[src/ql_bus_pkg.sv]
//========================================
// QL bus fabric shared definitions
// Widths, bus structs, speed codes and the
// GoldCard register offsets
//========================================

package ql_bus_pkg;

	// ========================================
	// Widths
	// ========================================
	typedef logic [23:0] ql_addr_t;    // Byte address
	typedef logic [15:0] ql_word_t;    // Data word
	typedef logic [22:0] ql_waddr_t;   // Word address as driven by the CPU
	typedef logic [1:0]  ram_cfg_t;    // RAM size code
	typedef logic [3:0]  bus_div_t;    // Bus divider count

	localparam int ROM_AW = 15;        // 32k words per ROM

	// RAM size codes
	localparam ram_cfg_t RAM_128K  = 2'd0;
	localparam ram_cfg_t RAM_640K  = 2'd1;
	localparam ram_cfg_t RAM_896K  = 2'd2;
	localparam ram_cfg_t RAM_4096K = 2'd3;  // Also GoldCard mode

	// CPU speed selection
	typedef enum logic [1:0] {
		QL   = 2'd0,   // Original QL bus
		GC16 = 2'd1,   // GoldCard 16 MHz
		GC24 = 2'd2,   // GoldCard 24 MHz
		FULL = 2'd3    // As fast as the system clock allows
	} cpu_speed_t;

	// System clock cycles per bus cycle
	localparam bus_div_t DIV_QL   = 4'd11;
	localparam bus_div_t DIV_16   = 4'd5;
	localparam bus_div_t DIV_24   = 4'd3;
	localparam bus_div_t DIV_FULL = 4'd2;

	// GoldCard shadow control, low address byte
	localparam logic [7:0] SHADOW_ON_REG  = 8'h60;
	localparam logic [7:0] SHADOW_OFF_REG = 8'h64;

	// ========================================
	// Bus structs
	// ========================================
	typedef struct packed {
		ql_waddr_t waddr;
		logic      rw;      // 1 = read
		logic      uds;
		logic      lds;
		logic      as;
		ql_word_t  wdata;
	} cpu_req_t;

	typedef struct packed {
		ql_waddr_t waddr;
		ql_word_t  wdata;
		logic      we;
		logic      oe;
		logic      uds;
		logic      lds;
	} ram_req_t;

	typedef struct packed {
		logic rom;          // 0000-ffff
		logic ext_rom;      // c000-ffff
		logic os_rom;       // 0000-bfff
		logic ql_io;        // Internal I/O
		logic ram;          // Any RAM
		logic gc_io;        // GoldCard I/O page
		logic gc_boot_rom;  // Boot ROM copy
		logic gc_os_rom;    // OS ROM copy
		logic gc_en;
		logic rd;
		logic wr;
	} ql_region_t;

endpackage

[src/ql_clock_reset.sv]
//========================================
// Bus clock enables and core reset
// Divides clk_sys down to the selected CPU
// speed and stretches the core reset
//========================================

`timescale 1ns/100ps

module ql_clock_reset #(
	parameter int RESET_HOLD = 4095
) (
	input  logic                   clk_sys,
	input  logic                   reset,
	input  logic                   dl_active,
	input  ql_bus_pkg::cpu_speed_t cpu_speed,
	output logic                   ce_bus_p,
	output logic                   ce_bus_n,
	output logic                   core_reset
);

	localparam int HOLD_W = $clog2(RESET_HOLD + 1);

	ql_bus_pkg::bus_div_t div_cnt;
	ql_bus_pkg::bus_div_t div_len;    // Cycles per bus cycle
	logic [HOLD_W-1:0]    hold_cnt;   // Remaining ce_bus_p pulses

	// ========================================
	// Bus divider
	// ========================================
	always_comb begin
		case (cpu_speed)
			ql_bus_pkg::QL:   div_len = ql_bus_pkg::DIV_QL;
			ql_bus_pkg::GC16: div_len = ql_bus_pkg::DIV_16;
			ql_bus_pkg::GC24: div_len = ql_bus_pkg::DIV_24;
			default:          div_len = ql_bus_pkg::DIV_FULL;
		endcase
	end

	always_ff @(posedge clk_sys) begin
		if (reset) begin
			div_cnt  <= '0;
			ce_bus_p <= 1'b0;
			ce_bus_n <= 1'b0;
		end else begin
			// Greater-or-equal catches a speed change to a shorter count
			if (div_cnt >= div_len - 4'd1)
				div_cnt <= '0;
			else
				div_cnt <= div_cnt + 4'd1;
			ce_bus_p <= (div_cnt == '0);
			ce_bus_n <= (div_cnt == (div_len >> 1));  // Half a bus cycle later
		end
	end

	// ========================================
	// Reset stretcher
	// ========================================
	always_ff @(posedge clk_sys) begin
		if (reset || dl_active)
			hold_cnt <= HOLD_W'(RESET_HOLD);   // Reload while held
		else if (ce_bus_p && hold_cnt != '0)
			hold_cnt <= hold_cnt - 1'b1;
	end

	assign core_reset = (hold_cnt != '0);

endmodule

[config.mk]
export PLATFORM = sky130hd
export DESIGN_NAME = ql_clock_reset
export DESIGN_NICKNAME = d
export VERILOG_FILES = /design/src/ql_bus_pkg.sv /design/src/ql_clock_reset.sv
export SDC_FILE = /design/constraint.sdc
export NUM_CORES = 1
export LEC_CHECK = 0
export BUFFER_PORTS_ARGS = -buffer_cell sky130_fd_sc_hd__buf_2
export CAP_MARGIN = 20
export CORE_MARGIN = 10
export CORE_UTILIZATION = 29
export CTS_CLUSTER_SIZE = 12
export DETAILED_ROUTE_END_ITERATION = 10
export PLACE_DENSITY = 0.56
export SKIP_CTS_REPAIR_TIMING = 1
export SLEW_MARGIN = 10
export SYNTH_ARGS = -nofsm -noshare
export SYNTH_HDL_FRONTEND = slang
export SYNTH_SLANG_ARGS = --single-unit
[constraint.sdc]
create_clock -name clk_sys -period 1.65 [get_ports clk_sys]
set_input_delay 0.0825 -clock clk_sys [delete_from_list [all_inputs] [get_ports clk_sys]]
set_output_delay 0.0825 -clock clk_sys [all_outputs]
set_load 0.05 [all_outputs]
==> impl_metrics.json <==
{
  "status": "completed",
  "grt_usage": 0.0723,
  "crit_fanout": 5,
  "maxSlewHeadroom": 0.634,
  "start_util": 0.302,
  "synth_flop_cell": "dfxtp_1",
  "synth_edf_count": 0,
  "yosysWarnings": 0,
  "num_vias": 872,
  "via_per_inst": 4.90,
  "min_period_ns": 1.64,
  "slew_viol_final": 0,
  "async_reset_ff_frac": 0,
  "p_per_area_nw_per_um2": 731,
  "nets": 146,
  "cts_buffers": 3,
  "synth_top_area_frac": 0.355,
  "htree_levels": 1,
  "areaGrowthSynthToFinish_pct": 27.7,
  "clockBufferDepth": 2,
  "die_w_um": 79.2,
  "drive_gt1_frac": 0.333,
  "min_from": "reset",
  "synthCells": 110,
  "clock_sinks": 18,
  "worst_ep_required_time_ns": 1.57,
  "antenna_cells": 0,
  "drc_errors": 0,
  "seq_area_um2": 368,
  "rr_startpoint": "hold_cnt[0]",
  "initialDrtViolationCount": 69,
  "portBuffers": 7,
  "synthesis.area_um2": 1020,
  "ys_ff_latch": 18,
  "synth_area_leaders": "dfxtp_1, ha_1, nor4b_4",
  "finalCritPeriodShare": 0.993,
  "r2r-end": "hold_cnt[9]",
  "die_h_um": 79.2,
  "grt_pass1_wl_um": 3690,
  "hold_viol": 0,
  "arrival_ns": 1.56,
  "r2r_slack_ns": 0.04,
  "rsz0062_at_grt": "yes",
  "fin_cells": 178,
  "die_area_um2": 6270,
  "first_global_vias": 811,
  "cts_tree": "done",
  "p_leak_uw": 0.000570,
  "syn_avg_cell_area_um2": 9.24,
  "fmax_ghz": 0.610,
  "yosys-top-cells-count": "dfxtp_1, nand2_1, a21oi_1, ha_1, nor2_1",
  "grt_max_degree": 11,
  "hold_depth": 2,
  "synth.distinct_cells": 35,
  "synth_top_cell_by_area": "dfxtp_1",
  "hp-class": "in2reg",
  "drt_pass1_iterations": 4,
  "clkLatencyLatePin_ns": 0.29,
  "max-vdd-ir-drop_mv": 0.504,
  "finClkSkew_ns": 0.00670,
  "cts.clk_slew.worst_paths_ns": 0.11,
  "path_class": "reg2out",
  "wirelength_um": 2290,
  "crit_path_end_kind": "primary output",
  "dp_cells": 171,
  "p_total_uw": 949,
  "multi_input_comb_area_um2": 674,
  "routedWlPerCell_um": 12.9,
  "coreArea_um2": 3360,
  "ant_nets": 0,
  "min_to": "div_cnt[0]",
  "fill_cells": 364,
  "start_kind": "flop",
  "finalSetupViolations": 0,
  "dp_hpwl_um": 1670,
  "drv_cap": 0,
  "yosysMostFrequentCell": "dfxtp_1",
  "globalplace.congestion": 0.873,
  "antenna_found_initial": 0,
  "io_pins": 8,
  "tightestPinTransition_ns": 0.547,
  "seq_area_frac_synth": 0.355,
  "rr_worst_depth": 4,
  "syn_nets": 123,
  "rows": 21,
  "grt_overflow": 0,
  "cts-root-buf": "clkbuf_4"
}
## through the flow
step	setup WS (ns)	TNS (ns)	util	cell area [µm²]	hold WS, ns
finish	0.0110	0	0.386	1300	0.0378
global route	-0.0972	-0.331	0.386	1300	0.0365
CTS	-0.0962	-0.259	0.359	1210	0.0144
detailed placement	-0.0675	-0.0826	0.349	1170	0.344
global placement	-0.0372	-0.0397	0.349	1170	0.333
floorplan	0.000913	0	-	1020	0.150
## how the worst max path moves through the flow
stage | from | endpoint | slack, ns | depth (start not counted)
after floorplan | div_cnt[0] | div_cnt[0] | 0.0009 | 6
after global placement | div_cnt[0] | div_cnt[0] | -0.04 | 6
after detailed placement | div_cnt[0] | div_cnt[3] | -0.07 | 6
after CTS | div_cnt[0] | div_cnt[3] | -0.1 | 6
after global routing | hold_cnt[0] | core_reset | -0.1 | 6
final | hold_cnt[0] | core_reset | 0.01 | 6
## kinds of logic after synthesis
family,count (synthesis),share of synthesized area
xor gates and xnor gates,5,0.0431
AOI/OAI and AO/OA,22,0.137
adders and majority gates,8,0.0985
buffers and inverters,8,0.0369
muxes,2,0.0197
and+or+nand+nor,47,0.310
DFF,18,0.355
## flip-flops by register name, summed over array words and instances, names as in the netlist
signal    flops
div_cnt       4
hold_cnt     12
ce_bus_p      1
ce_bus_n      1
## layout make-up
| type | count | area share |
|---|---|---|
| clock buffer | 4 | 0.0280 |
| inverter | 6 | 0.0174 |
| multi-input combinational | 84 | 0.520 |
| sequential | 18 | 0.284 |
| tap | 46 | 0.0444 |
| timing repair buffer | 20 | 0.107 |
## per-layer routing
| metal | track usage | part of all wire | vias to the layer above |
|---|---|---|---|
| met5 | 0 | 0 | - |
| met4 | 0.0269 | 0.010 | 0 |
| met3 | 0.0293 | 0.028 | 2 |
| met2 | 0.113 | 0.50 | 5 |
| met1 | 0.0863 | 0.46 | 416 |
| li1 | - | - | 449 |
## cell usage in the layout (no fill, tap or decap), drive strengths merged, types with 2 or more instances in the layout
cell,Yosys,final
xnor2,2,2
and3,3,3
nor2,8,8
a31oi,3,3
or2,2,2
nand2,9,9
mux2i,2,2
nand4,3,3
o21ai,3,3
a21oi,8,8
o31ai,2,2
inv,6,6
nor3b,2,2
a21o,2,2
nor4,2,2
clkbuf,1,4
ha,8,8
nor3,5,5
a2111oi,2,2
buf,1,20
xor2,3,3
nand3,3,3
dfxtp,18,18
nand2b,2,2
nor4b,3,3
## worst max-delay path, stage by stage (launching register included)
cell     delay [ns]
dfxtp_2        0.34
inv_1          0.07
ha_2           0.19
nor3b_2        0.18
buf_4          0.17
nand4_1        0.11
buf_6          0.20
## where the power goes
part	leakage (µW)	switching (µW)	total, µW	internal [µW]
clock	0.0000210	140	275	134
combinational	0.000403	109	206	96.5
sequential	0.000146	12.9	469	456
Note: power is estimated with default switching activity, not from simulation.
