==> config.mk <==
export PLATFORM = sky130hd
export DESIGN_NAME = ql_data_steer
export DESIGN_NICKNAME = d
export VERILOG_FILES = /design/src/ql_bus_pkg.sv /design/src/ql_data_steer.sv
export SDC_FILE = /design/constraint.sdc
export NUM_CORES = 1
export LEC_CHECK = 0
export BUFFER_PORTS_ARGS = -buffer_cell sky130_fd_sc_hd__buf_2
export CAP_MARGIN = 10
export CORE_MARGIN = 1.5
export CORE_UTILIZATION = 37
export DETAILED_ROUTE_END_ITERATION = 8
export HOLD_SLACK_MARGIN = 0.15
export MAX_ROUTING_LAYER = met4
export PLACE_DENSITY = 0.84
export SKIP_CTS_REPAIR_TIMING = 1
export SLEW_MARGIN = 20
export SYNTH_ARGS = -nofsm -noshare
export SYNTH_HDL_FRONTEND = slang
export SYNTH_SLANG_ARGS = --single-unit
==> constraint.sdc <==
create_clock -name clk_sys -period 1.65 [get_ports clk_sys]
set_clock_uncertainty 0.2 [all_clocks]
set_input_delay 0.165 -clock clk_sys [delete_from_list [all_inputs] [get_ports clk_sys]]
set_output_delay 0.165 -clock clk_sys [all_outputs]
set_load 0.02 [all_outputs]
==> src/ql_bus_pkg.sv <==
//========================================
// QL bus fabric shared definitions
// Widths, bus structs, speed codes and the
// GoldCard register offsets
//========================================

package ql_bus_pkg;

	// ========================================
	// Widths
	// ========================================
	typedef logic [23:0] ql_addr_t;    // Byte address
	typedef logic [15:0] ql_word_t;    // Data word
	typedef logic [22:0] ql_waddr_t;   // Word address as driven by the CPU
	typedef logic [1:0]  ram_cfg_t;    // RAM size code
	typedef logic [3:0]  bus_div_t;    // Bus divider count

	localparam int ROM_AW = 15;        // 32k words per ROM

	// RAM size codes
	localparam ram_cfg_t RAM_128K  = 2'd0;
	localparam ram_cfg_t RAM_640K  = 2'd1;
	localparam ram_cfg_t RAM_896K  = 2'd2;
	localparam ram_cfg_t RAM_4096K = 2'd3;  // Also GoldCard mode

	// CPU speed selection
	typedef enum logic [1:0] {
		QL   = 2'd0,   // Original QL bus
		GC16 = 2'd1,   // GoldCard 16 MHz
		GC24 = 2'd2,   // GoldCard 24 MHz
		FULL = 2'd3    // As fast as the system clock allows
	} cpu_speed_t;

	// System clock cycles per bus cycle
	localparam bus_div_t DIV_QL   = 4'd11;
	localparam bus_div_t DIV_16   = 4'd5;
	localparam bus_div_t DIV_24   = 4'd3;
	localparam bus_div_t DIV_FULL = 4'd2;

	// GoldCard shadow control, low address byte
	localparam logic [7:0] SHADOW_ON_REG  = 8'h60;
	localparam logic [7:0] SHADOW_OFF_REG = 8'h64;

	// ========================================
	// Bus structs
	// ========================================
	typedef struct packed {
		ql_waddr_t waddr;
		logic      rw;      // 1 = read
		logic      uds;
		logic      lds;
		logic      as;
		ql_word_t  wdata;
	} cpu_req_t;

	typedef struct packed {
		ql_waddr_t waddr;
		ql_word_t  wdata;
		logic      we;
		logic      oe;
		logic      uds;
		logic      lds;
	} ram_req_t;

	typedef struct packed {
		logic rom;          // 0000-ffff
		logic ext_rom;      // c000-ffff
		logic os_rom;       // 0000-bfff
		logic ql_io;        // Internal I/O
		logic ram;          // Any RAM
		logic gc_io;        // GoldCard I/O page
		logic gc_boot_rom;  // Boot ROM copy
		logic gc_os_rom;    // OS ROM copy
		logic gc_en;
		logic rd;
		logic wr;
	} ql_region_t;

endpackage

==> src/ql_data_steer.sv <==
//========================================
// RAM request and CPU read data steering
// Picks read data and acknowledge by map,
// mode and shadow state
//========================================

`timescale 1ns/100ps

module ql_data_steer (
	input  logic                   clk_sys,
	input  logic                   core_reset,
	input  ql_bus_pkg::cpu_req_t   cpu_req,
	input  ql_bus_pkg::ql_region_t region,
	input  logic                   rom_shadow,
	input  ql_bus_pkg::ql_word_t   os_rom_data,
	input  ql_bus_pkg::ql_word_t   boot_rom_data,
	input  ql_bus_pkg::ql_word_t   ram_rdata,
	input  logic                   ram_ack,
	output ql_bus_pkg::ram_req_t   ram_req,
	output ql_bus_pkg::ql_word_t   cpu_rdata,
	output logic                   cpu_dtack
);

	logic shadow_rd;   // OS ROM read served by RAM
	logic shadow_wr;   // OS ROM write lands in RAM
	logic ram_rd;
	logic ram_wr;
	logic rom_rd;      // Read served by a ROM store
	logic rom_wait;
	ql_bus_pkg::ql_word_t ql_dout;
	ql_bus_pkg::ql_word_t gc_boot_dout;
	ql_bus_pkg::ql_word_t gc_shadow_dout;

	// ========================================
	// RAM request
	// ========================================
	assign shadow_rd = region.rd && region.os_rom && rom_shadow;
	assign shadow_wr = region.wr && region.os_rom && !rom_shadow;
	assign ram_rd    = (region.rd && region.ram) || shadow_rd;
	assign ram_wr    = (region.wr && region.ram) || shadow_wr;

	always_comb begin
		ram_req.waddr = cpu_req.waddr;
		ram_req.wdata = cpu_req.wdata;
		ram_req.we    = ram_wr;
		ram_req.oe    = ram_rd;
		ram_req.uds   = cpu_req.uds;
		ram_req.lds   = cpu_req.lds;
	end

	// ========================================
	// Read data
	// ========================================
	assign ql_dout = region.rom ? os_rom_data :
	                 region.ram ? ram_rdata : 16'hffff;

	assign gc_boot_dout = region.rom         ? boot_rom_data :
	                      region.gc_boot_rom ? boot_rom_data :   // 40000 copy
	                      region.gc_os_rom   ? os_rom_data :
	                      region.ram         ? ram_rdata : 16'hffff;

	assign gc_shadow_dout = region.os_rom    ? ram_rdata :       // Shadow RAM
	                        region.ext_rom   ? os_rom_data :
	                        region.gc_os_rom ? os_rom_data :
	                        region.ram       ? ram_rdata : 16'hffff;

	always_comb begin
		if (region.ql_io)
			cpu_rdata = '0;        // Nothing left behind internal I/O
		else if (region.gc_en)
			cpu_rdata = rom_shadow ? gc_shadow_dout : gc_boot_dout;
		else
			cpu_rdata = ql_dout;
	end

	// ========================================
	// Acknowledge
	// ========================================
	assign rom_rd = region.rd && (region.rom || region.gc_os_rom) && !ram_rd;

	// One wait cycle for the registered ROM read
	always_ff @(posedge clk_sys) begin
		if (core_reset)
			rom_wait <= 1'b0;
		else
			rom_wait <= rom_rd && !rom_wait;
	end

	always_comb begin
		if (ram_rd || ram_wr)
			cpu_dtack = ram_ack;   // RAM sets the pace
		else if (rom_rd)
			cpu_dtack = rom_wait;
		else
			cpu_dtack = cpu_req.as;
	end

endmodule

==> metrics.csv <==
stage,metric,value,unit
floorplan,Die H,69.7,um
cells_and_area,Area Growth Syn to Fin,65.8,%
routing,routed vias/inst,5.88,
placement,hpwl dp,3690,um
cells_and_area,ant diodes,0,
cells_and_area,final design utilization,63.1,%
setup_path,crit path DAT,1.33,ns
grt,vias in the first global route,1756,
sta,final hold slack,0.224,ns
synthesis,main combinational cell family by area after synthesis,compound AO/OA/AOI/OAI gates,
synthesis,post-synth top area cell,buf_4,
hold_path,hold path start,rom_wait,
grt,pin count of the biggest net entering global routing,33,
sta,worst setup margin,-0.0498,ns
synthesis,sequential fraction of the synthesis area,1.22,%
clock_tree,"CTS clk-pin slew, worst paths",0,ns
sta,Sum Neg Setup Slack,-0.253,ns
synthesis,Synth Area in Compound Gates,29.9,%
floorplan,initial core utilization,38.1,%
sta,setup violators final,14,
setup_path,crit path cell chain,buf_6 -> or2_4 -> clkbuf_16 -> a21oi_2 -> o21ai_1 -> a32o_2 -> buf_6,
sta,worst slew pin tran,0.297,ns
setup_path,CP most frequent cell,buf_6,
sta,Final Critical Period,1.70,ns
power,PwrDens,324,nW/um^2
setup_path,Max Fanout on Critical Path,8,
synthesis,most instantiated library cell after synthesis,buf_4,
setup_path,nature of the critical path endpoint,output pin,
hold_path,Min-Delay Path Class,reg -> reg,
cells_and_area,fin nets,424,
setup_path,FF-to-FF End,rom_wait,
power,Lkg Pwr,0.00118,uW
synthesis,Netlist Area Pre-Place,1650,sq um
grt,first-pass GRT wire length,8260,um
sta,"Hold Vio Cnt, Final",0,
routing,DR WL met3,544,um
status,run status,"complete, but fails checks",
floorplan,core region area,4320,sq um
hold_path,hold path cells,1,
sta,unrepaired setup endpoints after global routing,true,
synthesis,xor/xnor share of the synthesized area,0,%
clock_tree,clock latency on the worst-skew pair,0,ns
placement,Port Buf Inserts,81,
routing,First-pass DRT Iterations,4,
setup_path,"slowest stage delay, CP",0.28,ns
synthesis,Main synth FF type,dfxtp_1,
floorplan,Ports,166,
synthesis,count of flip-flops with a built-in enable after synthesis,0,
setup_path,Worst R2R Setup Slack,0.92,ns
synthesis,Syn Area/Cell,6.89,sq um
cells_and_area,biggest regs,rom_wait x1,
synthesis,most common library cells after synthesis,"43 x buf_4, 33 x nor2_1, 17 x a21oi_1, 17 x mux2i_1",
placement,GPL Wtd Cong,0.839,
synthesis,Post-synth ARST share,0,%
synthesis,Mapped Cells,239,
setup_path,worst reg2reg path startpoint,rom_wait,
synthesis,largest cells by area after synthesis,"buf_4 20%, mux2i_1 10%, a32o_1 9.7%",
setup_path,startpoint class of the critical path,primary input,
synthesis,Yosys top cell area share,19.6,%
floorplan,Die X,69.7,um
routing,Total Routed Length,6560,um
floorplan,Site Rows,24,
sta,Final Cycle Share,103,%
setup_path,Worst Path Required,1.28,ns
flow_run,maxcap violations,0,
sta,Rel. slew slack,79.9,%
grt,gr usage total,20.4,%
synthesis,Synth cell types,24,
setup_path,CP max-delay cell,or2_4,
routing,Initial DRC Count,109,
synthesis,Simple-Gate Fraction of Synth Area,20.1,%
sta,FMAX,588,MHz
cells_and_area,max FFs per register,1,
setup_path,R2R cell count,1,
routing,drt wl/cell,17.8,um
synthesis,Mapped Nets,345,
grt,"Remaining Overflow, GRT",0,
setup_path,CP bufs+invs,3,
routing,Routed Antenna Nets,0,
hold_path,Hold Crit Endpoint,rom_wait,
routing,Top Metal Used,met4,
synthesis,multiplexer share of the synthesized area,21.3,%
routing,WL met1,2550,um
setup_path,"CP delay by family, top",compound AO/OA/AOI/OAI gates,
synthesis,Synth Register Bits,1,
cells_and_area,share of layout cells above drive strength 1,54.4,%
routing,wire length on met2,3350,um
cells_and_area,Reg with most FFs,rom_wait,
sta,max-slew violations,0,
status,failing checks,negative setup slack,
floorplan,full die area,4860,sq um
synthesis,post-synthesis adder-cell area fraction,0,%
routing,DRC,0,
grt,initial antenna violation count,0,
setup_path,critical path class,in -> out,
power,VDD IR-drop max,117,uV
cells_and_area,Fillers,372,
routing,Via Count,2163,
synthesis,Ys Warns,0,
[kinds of logic after synthesis]
kind of cell	Yosys count
flops	1
compound gates	69
simple gates	72
mux	33
buf+inv	64
[per-stage QoR]
stage / std cells / area, sq um / power (uW) / setup WS, ns
6_report: 368 / 2730 / 884 / -0.0498
3_5_place_dp: 323 / 1840 / 558 / -0.104
2_1_floorplan: 239 / 1660 / 506 / 0.00303
4_1_cts: 323 / 1840 / 560 / -0.112
5_1_grt: 368 / 2730 / 932 / -0.0797
3_3_place_gp: 323 / 1840 / 545 / -0.0669
[report_power, final]
part,switching [uW],total (uW),internal (uW),leakage (uW)
Combinational,440,858,417,0.00118
Sequential,0.450,25.9,25.5,0.00000814
Clock,0,0,0,0
Total,441,884,443,0.00118
[layer usage]
| metal | track usage, % | vias up |
|---|---|---|
| met5 | - | - |
| met4 | 4.91 | 0 |
| met3 | 2.03 | 12 |
| met2 | 35.0 | 153 |
| met1 | 25.9 | 1012 |
| li1 | - | 986 |
[worst max-delay path by stage]
stage,startpoint,to,slack (ns),depth (start not counted)
3_3_place_gp,region[10],cpu_rdata[6],-0.07,7
2_1_floorplan,region[6],cpu_dtack,0.003,5
4_1_cts,region[3],cpu_rdata[6],-0.11,7
6_report,region[4],cpu_rdata[13],-0.05,7
3_5_place_dp,region[3],cpu_rdata[6],-0.10,7
5_1_grt,region[4],cpu_rdata[12],-0.08,7
[area by class of cell]
class | count | area (sq um) | share of cell area, %
Multi-Input combinational cell | 174 | 1420 | 51.9
Tap cell | 52 | 65.1 | 2.38
Sequential cell | 1 | 20.0 | 0.733
Timing Repair Buffer | 141 | 1230 | 45.0
[cells in the final DEF (no fill, tap or decap), drive strengths merged, types with 16 or more instances in the layout]
master,n
a32o,16
o21ai,17
o311ai,16
mux2,16
nor2,34
mux2i,17
buf,96
dlygate4sd3,42
nand2b,16
a21oi,17
nand2,16
No activity file was read; power rests on OpenSTA's default activity.
