### src/ql_bus_pkg.sv
//========================================
// QL bus fabric shared definitions
// Widths, bus structs, speed codes and the
// GoldCard register offsets
//========================================

package ql_bus_pkg;

	// ========================================
	// Widths
	// ========================================
	typedef logic [23:0] ql_addr_t;    // Byte address
	typedef logic [15:0] ql_word_t;    // Data word
	typedef logic [22:0] ql_waddr_t;   // Word address as driven by the CPU
	typedef logic [1:0]  ram_cfg_t;    // RAM size code
	typedef logic [3:0]  bus_div_t;    // Bus divider count

	localparam int ROM_AW = 15;        // 32k words per ROM

	// RAM size codes
	localparam ram_cfg_t RAM_128K  = 2'd0;
	localparam ram_cfg_t RAM_640K  = 2'd1;
	localparam ram_cfg_t RAM_896K  = 2'd2;
	localparam ram_cfg_t RAM_4096K = 2'd3;  // Also GoldCard mode

	// CPU speed selection
	typedef enum logic [1:0] {
		QL   = 2'd0,   // Original QL bus
		GC16 = 2'd1,   // GoldCard 16 MHz
		GC24 = 2'd2,   // GoldCard 24 MHz
		FULL = 2'd3    // As fast as the system clock allows
	} cpu_speed_t;

	// System clock cycles per bus cycle
	localparam bus_div_t DIV_QL   = 4'd11;
	localparam bus_div_t DIV_16   = 4'd5;
	localparam bus_div_t DIV_24   = 4'd3;
	localparam bus_div_t DIV_FULL = 4'd2;

	// GoldCard shadow control, low address byte
	localparam logic [7:0] SHADOW_ON_REG  = 8'h60;
	localparam logic [7:0] SHADOW_OFF_REG = 8'h64;

	// ========================================
	// Bus structs
	// ========================================
	typedef struct packed {
		ql_waddr_t waddr;
		logic      rw;      // 1 = read
		logic      uds;
		logic      lds;
		logic      as;
		ql_word_t  wdata;
	} cpu_req_t;

	typedef struct packed {
		ql_waddr_t waddr;
		ql_word_t  wdata;
		logic      we;
		logic      oe;
		logic      uds;
		logic      lds;
	} ram_req_t;

	typedef struct packed {
		logic rom;          // 0000-ffff
		logic ext_rom;      // c000-ffff
		logic os_rom;       // 0000-bfff
		logic ql_io;        // Internal I/O
		logic ram;          // Any RAM
		logic gc_io;        // GoldCard I/O page
		logic gc_boot_rom;  // Boot ROM copy
		logic gc_os_rom;    // OS ROM copy
		logic gc_en;
		logic rd;
		logic wr;
	} ql_region_t;

endpackage

### src/ql_address_decode.sv
//========================================
// QL and GoldCard memory map decode
// Builds the byte address, wraps it by RAM
// size and flags the region it falls in
//========================================

`timescale 1ns/100ps

module ql_address_decode (
	input  ql_bus_pkg::cpu_req_t   cpu_req,
	input  ql_bus_pkg::ram_cfg_t   ram_cfg,
	output ql_bus_pkg::ql_addr_t   cpu_addr,
	output ql_bus_pkg::ql_region_t region
);

	ql_bus_pkg::ql_addr_t addr_mask;
	logic lds_only;     // Odd byte access
	logic gc_en;
	logic bram;         // Base RAM
	logic xram;         // Extended RAM for the configured size
	logic gc_ram1;
	logic gc_ram2;
	logic gc_io;

	assign gc_en    = (ram_cfg == ql_bus_pkg::RAM_4096K);
	assign lds_only = !cpu_req.uds && cpu_req.lds;

	// ========================================
	// Address wrap
	// ========================================
	always_comb begin
		case (ram_cfg)
			ql_bus_pkg::RAM_128K: addr_mask = 24'h03ffff;   // 256k space
			ql_bus_pkg::RAM_640K,
			ql_bus_pkg::RAM_896K: addr_mask = 24'h0fffff;   // 1M space
			default:              addr_mask = 24'h7fffff;   // 8M space
		endcase
	end

	assign cpu_addr = {cpu_req.waddr, lds_only} & addr_mask;

	// ========================================
	// Region flags
	// ========================================
	assign bram = (cpu_addr[23:17] == 7'h01);   // 20000-3ffff

	always_comb begin
		case (ram_cfg)
			ql_bus_pkg::RAM_640K:                          // 40000-bffff
				xram = (cpu_addr[23:20] == 4'h0) && ^cpu_addr[19:18];
			ql_bus_pkg::RAM_896K:                          // 40000-fffff
				xram = (cpu_addr[23:20] == 4'h0) && |cpu_addr[19:18];
			ql_bus_pkg::RAM_4096K:                         // 40000-3fffff
				xram = (cpu_addr[23:22] == 2'h0) && |cpu_addr[21:18];
			default:
				xram = 1'b0;                               // Base RAM only
		endcase
	end

	// GoldCard extras
	assign gc_io   = gc_en && (cpu_addr[23:8] == 16'h01c0);            // 1c000-1c0ff
	assign gc_ram1 = gc_en && (cpu_addr[23:15] == 9'h002);             // 10000-17fff
	assign gc_ram2 = gc_en && (cpu_addr[23:14] == 10'h007) && !gc_io;  // 1c100-1ffff

	always_comb begin
		region             = '0;
		region.rom         = (cpu_addr[23:16] == 8'h00);
		region.ext_rom     = (cpu_addr[23:14] == 10'h003);
		region.os_rom      = region.rom && !region.ext_rom;
		region.ql_io       = (cpu_addr[23:14] == 10'h006);   // 18000-1bfff
		region.ram         = bram || xram || gc_ram1 || gc_ram2;
		region.gc_io       = gc_io;
		region.gc_boot_rom = gc_en && (cpu_addr[23:16] == 8'h04);
		region.gc_os_rom   = gc_en && (cpu_addr[23:16] == 8'h40);
		region.gc_en       = gc_en;
		// Strobes qualify both directions
		region.rd = cpu_req.as && cpu_req.rw && (cpu_req.uds || cpu_req.lds);
		region.wr = cpu_req.as && !cpu_req.rw && (cpu_req.uds || cpu_req.lds);
	end

endmodule

### config.mk
export PLATFORM = sky130hd
export DESIGN_NAME = ql_address_decode
export DESIGN_NICKNAME = d
export VERILOG_FILES = /design/src/ql_bus_pkg.sv /design/src/ql_address_decode.sv
export SDC_FILE = /design/constraint.sdc
export NUM_CORES = 1
export LEC_CHECK = 0
export CAP_MARGIN = 20
export CELL_PAD_IN_SITES_DETAIL_PLACEMENT = 1
export CELL_PAD_IN_SITES_GLOBAL_PLACEMENT = 2
export CORE_UTILIZATION = 26
export DETAILED_ROUTE_END_ITERATION = 12
export DONT_BUFFER_PORTS = 1
export PLACE_DENSITY = 0.95
export SLEW_MARGIN = 20
export SYNTH_ARGS = -nofsm -noshare
export SYNTH_HDL_FRONTEND = slang
export SYNTH_SLANG_ARGS = --single-unit
### constraint.sdc
create_clock -name vclk -period 1.95
set_input_delay 0.0975 -clock vclk [all_inputs]
set_output_delay 0.0975 -clock vclk [all_outputs]
set_load 0.03 [all_outputs]
==> results.yml, run 1 <==
drt:
  wire_per_inst_um: 12.4
  ant_nets: 0
  firstDrtPassIters: 4
  drtIter0Drc: 1
  finalWirelength_um: 1060
  route.vias.total: 404
  drc: 0
  post_drt_via_cell_ratio: 4.75
worst_setup_path:
  crit_type: "input port to primary output"
  endpoint_kind: "primary output"
  slowest_stage: "or3_1"
  cpMostUsedCell: "inv_1"
  worstSetupStartpointType: "input port"
  critPathArrivalTime_ns: 1.73
  cpPeakStageDelay_ns: 0.37
  cp.required_ns: 1.85
  crit_fanout: 5
  worstPathCellList: "inv_1 > ha_1 > nand2b_1 > ha_2 > inv_1 > or3_1 > or2_4 > nor2_1 > buf_4"
die:
  die_h_um: 45.2
  dieWidth_um: 45.2
  die_area_um2: 2040
  start_util_pct: 28.0
  io_pins: 80
  coreArea_um2: 1730
  rows: 15
timing:
  hold_viol: 0
  slew_viol_final: 0
  tightest_slew_ns: 0.574
  max_freq_ghz: 0.546
  min_period_ns: 1.83
  tns_ns: 0
  slew_headroom_pct: 61.7
  timing.final.crit_share_pct: 93.8
  finalSetupViolCount: 0
  rsz0062_at_grt: "no"
synth:
  syn_inst: 75
  seq_area_frac_synth_pct: 0
  synthTopCellsByArea: "buf_4 (33%), ha_1 (16%), inv_1 (7.0%)"
  ys_warn_count: 0
  synth.avg_cell_area_um2: 6.46
  ys_types: 22
  yosysMostFrequentCell: "buf_4"
  synthTopCellsByCount: "buf_4 (21), inv_1 (9), nor2_1 (8), nand2_1 (7), ha_1 (6)"
  synth_area_um2: 484
  synth_top_area_share_pct: 32.6
  syn_nets: 126
  yosys.area.top_type: "buf_4"
run_status:
  outcome: "complete, no violations"
cells_and_area:
  clock_buffers: 0
  area_growth_pct: -12.9
  postLayoutCoreUtil_pct: 24.4
  drive_gt1_share_pct: 18.3
  seq_cells: 0
  n_antenna_cell: 0
  fin_nets: 113
  seq_area_um2: 0
  fill_cells: 232
global_routing:
  antenna_found_initial: 0
  first_global_vias: 376
  grt_overflow: 0
  grt_pass1_wl_um: 1350
  grt_usage_pct: 8.72
  grt_max_degree: 7
job:
  drv_cap: 0
pwr:
  peakVddDrop_mv: 0.0459
  power.density_nw_per_um2: 220
  finalPower_uw: 92.9
  p_leak_nw: 0.204
place:
  dp.final_hpwl_um: 950
  numPortBuffers: 0
  place.gp.congestion: 0.637
clock_tree:
  cts_setup_buffers: 0
  cts_resized: 0
  hold_buffers: 0
worst_hold_path:
  hp-class: "input port to primary output"
final timing paths:
path                   startpoint          end  slack (ns)  cells after the start
worst min-delay path  cpu_req[22]  cpu_addr[3]        0.20                      0
worst max-delay path   ram_cfg[0]    region[9]        0.12                      9
critical path, delay by kind of cell:
| kind | cells | cell delay, ns |
|---|---|---|
| adder cells (fa/ha/maj) | 2 | 0.44 |
| buffers and inverters | 3 | 0.29 |
| AND/OR/NAND/NOR | 4 | 0.90 |
per-stage QoR:
step | instance area (µm²) | worst slack [ns] | instances | hold WS (ns)
floorplan | 484 | 0.0705 | 75 | 0.291
global placement | 403 | 0.128 | 85 | 0.195
detailed placement | 403 | 0.0639 | 85 | 0.195
CTS | 403 | 0.0618 | 85 | 0.195
global route | 422 | 0.00978 | 85 | 0.195
finish | 422 | 0.120 | 85 | 0.195
logic make-up (layout without fill, tap and decap cells):
kind of cell / Yosys count / in the layout / synth area share (%)
simple gates: 29 / 29 / 30.8
compound gates: 9 / 9 / 13.4
buf+inv: 30 / 15 / 39.5
other cells: 1 / 1 / 0.774
fa+ha+maj: 6 / 6 / 15.5
layer usage:
metal | share of wire [%] | GRT usage [%] | vias to the layer above
li1 | - | - | 191
met4 | 0 | 0.606 | 0
met1 | 28 | 5.95 | 183
met2 | 58 | 20.0 | 30
met5 | 0 | 0 | -
met3 | 15 | 4.40 | 0
cell usage in the layout (no fill, tap or decap):
cell type / count
a21oi_4: 1
buf_4: 6
inv_1: 9
nand4b_1: 2
nand2b_4: 1
and2_2: 1
a221oi_1: 1
o21ai_1: 1
ha_1: 5
nand3_1: 1
nand2_1: 7
or3_1: 1
nand2b_1: 1
and2_1: 1
a2111oi_1: 1
nor2b_1: 1
or2_4: 1
o21bai_1: 2
ha_2: 1
nor4_1: 2
o31a_1: 1
nor3_1: 2
nor2_1: 8
o21ai_0: 2
conb_1: 1
cell type report:
| type | count | area [µm²] | area share [%] |
|---|---|---|---|
| inverters | 9 | 33.8 | 8.01 |
| well taps | 25 | 31.3 | 7.42 |
| multi-input cells | 45 | 312 | 73.9 |
| repair buffers | 6 | 45.0 | 10.7 |
report_power, final:
part	switching, mW	leakage (nW)	internal (mW)
Clock	0	0	0
Combinational	0.0631	0.204	0.0298
Sequential	0	0	0
Total	0.0631	0.204	0.0298
Note: power is estimated with default switching activity, not from simulation.
==> run 2: changes to the inputs <==
--- a/config.mk
+++ b/config.mk
@@ -11,7 +11,7 @@
 export CORE_UTILIZATION = 26
 export DETAILED_ROUTE_END_ITERATION = 12
 export DONT_BUFFER_PORTS = 1
-export PLACE_DENSITY = 0.95
+export PLACE_DENSITY_LB_ADDON = 0.05
 export SLEW_MARGIN = 20
 export SYNTH_ARGS = -nofsm -noshare
 export SYNTH_HDL_FRONTEND = slang
==> run 2 against run 1 <==
Effect of this change: global-route usage grew 2.7 points; power grew 9.8%; sequential share of layout area is the same; die area is the same; setup slack gained 0.061 ns; final area grew 5.9%; cell count grew 2.4%; first-iteration DRC count shrank 100%; wire length grew 14%; critical endpoint is now region[8].
==> results.yml, run 2 (synthesized netlist as in run 1, its figures left out) <==
run_status:
  outcome: "complete, no violations"
die:
  dieWidth_um: 45.2
  io_pins: 80
  die_area_um2: 2040
  coreArea_um2: 1730
  rows: 15
  die_h_um: 45.2
  start_util_pct: 28.0
drt:
  firstDrtPassIters: 1
  drc: 0
  route.vias.total: 411
  post_drt_via_cell_ratio: 4.72
  drtIter0Drc: 0
  wire_per_inst_um: 13.9
  ant_nets: 0
  finalWirelength_um: 1210
timing:
  rsz0062_at_grt: "no"
  slew_headroom_pct: 61.4
  min_period_ns: 1.77
  finalSetupViolCount: 0
  tightest_slew_ns: 0.578
  tns_ns: 0
  fin_hold_ws_ns: 0.195
  timing.final.crit_share_pct: 90.7
  worst_slack_ns: 0.181
  hold_viol: 0
  slew_viol_final: 0
  max_freq_ghz: 0.565
global_routing:
  antenna_found_initial: 0
  grt_usage_pct: 11.4
  grt_max_degree: 7
  first_global_vias: 445
  grt_pass1_wl_um: 1790
  grt_overflow: 0
cells_and_area:
  seq_cells: 0
  seq_area_um2: 0
  final_common_cell: "inv_1"
  layout.cells.non_filler: 87
  fin_nets: 115
  area_growth_pct: -7.75
  n_antenna_cell: 0
  final_cell_mix: "inv_1 (9), nor2_1 (8), buf_4 (8), nand2_1 (7), ha_1 (4)"
  drive_gt1_share_pct: 24.2
  clock_buffers: 0
worst_hold_path:
  whs_endpoint: "cpu_addr[2]"
  hp-start: "cpu_req[21]"
  worstHoldPathCells: 0
  hp-class: "input port to primary output"
pwr:
  internal-power_uw: 34.8
  p_clk_share_pct: 0
  swShare_pct: 65.9
  p_leak_nw: 0.214
  power.density_nw_per_um2: 228
  peakVddDrop_mv: 0.0473
  seqPwrFrac_pct: 0
  p_comb_share_pct: 100.0
  switchingPower_uw: 67.3
place:
  pre_cts_ws_ns: -0.00371
  dp.final_hpwl_um: 1030
  placed_cells: 87
  numPortBuffers: 0
  place.gp.congestion: 0.644
worst_setup_path:
  cp.required_ns: 1.85
  critPathArrivalTime_ns: 1.67
  crit_type: "input port to primary output"
  endpoint_kind: "primary output"
  worstSetupStartpointType: "input port"
  crit_fanout: 5
clock_tree:
  cts_setup_buffers: 0
  hold_buffers: 0
job:
  drv_cap: 0
==> run 2: routing by layer <==
layer / global-route usage [%] / up-vias / wire length [µm]
met5: 0 / - / 0
met4: 1.82 / 0 / 4
met3: 1.60 / 2 / 88
met2: 25.2 / 19 / 698
met1: 10.7 / 193 / 414
li1: - / 197 / -
==> run 2: worst max path at each step <==
| stage | from | endpoint | slack, ns | depth (start not counted) |
|---|---|---|---|---|
| 6_report | ram_cfg[0] | region[8] | 0.18 | 9 |
| 2_1_floorplan | ram_cfg[0] | region[7] | 0.07 | 7 |
| 3_5_place_dp | ram_cfg[0] | region[6] | -0.004 | 9 |
| 4_1_cts | ram_cfg[0] | region[6] | 0.06 | 9 |
| 3_3_place_gp | ram_cfg[0] | region[6] | 0.06 | 9 |
| 5_1_grt | ram_cfg[0] | region[9] | 0.03 | 9 |
==> run 2: power groups by stage <==
stage | Combinational [mW] | Sequential, mW | Clock, mW
6_report | 0.102 | 0 | 0
5_1_grt | 0.112 | 0 | 0
4_1_cts | 0.0942 | 0 | 0
3_5_place_dp | 0.0931 | 0 | 0
3_3_place_gp | 0.0919 | 0 | 0
2_1_floorplan | 0.144 | 0 | 0
==> run 2: metrics by stage <==
step	util [%]	cell area [µm²]	total power, mW
2_1_floorplan	-	484	0.144
5_1_grt	25.9	447	0.112
3_3_place_gp	24.2	418	0.0919
3_5_place_dp	24.2	418	0.0931
4_1_cts	24.3	419	0.0942
6_report	25.9	447	0.102
==> run 2: repair_timing <==
item	CTS	global route
setup endpoints to repair	1	4
cloned	0	0
pin swaps	0	1
gates resized for setup	1	5
==> run 2: cell type report <==
class                           count  area [µm²]
Fill cell                         232        1280
Inverter                            9        33.8
Multi-Input combinational cell     45         322
Tap cell                           25        31.3
Timing Repair Buffer                8        60.1
==> run 2: critical path, stage by stage <==
cell and delay [ns]:
inv_1 0.06, ha_2 0.23, nand2b_1 0.19, ha_4 0.17
inv_1 0.05, or3_1 0.35, or2_4 0.25, a21oi_2 0.10
buf_4 0.16
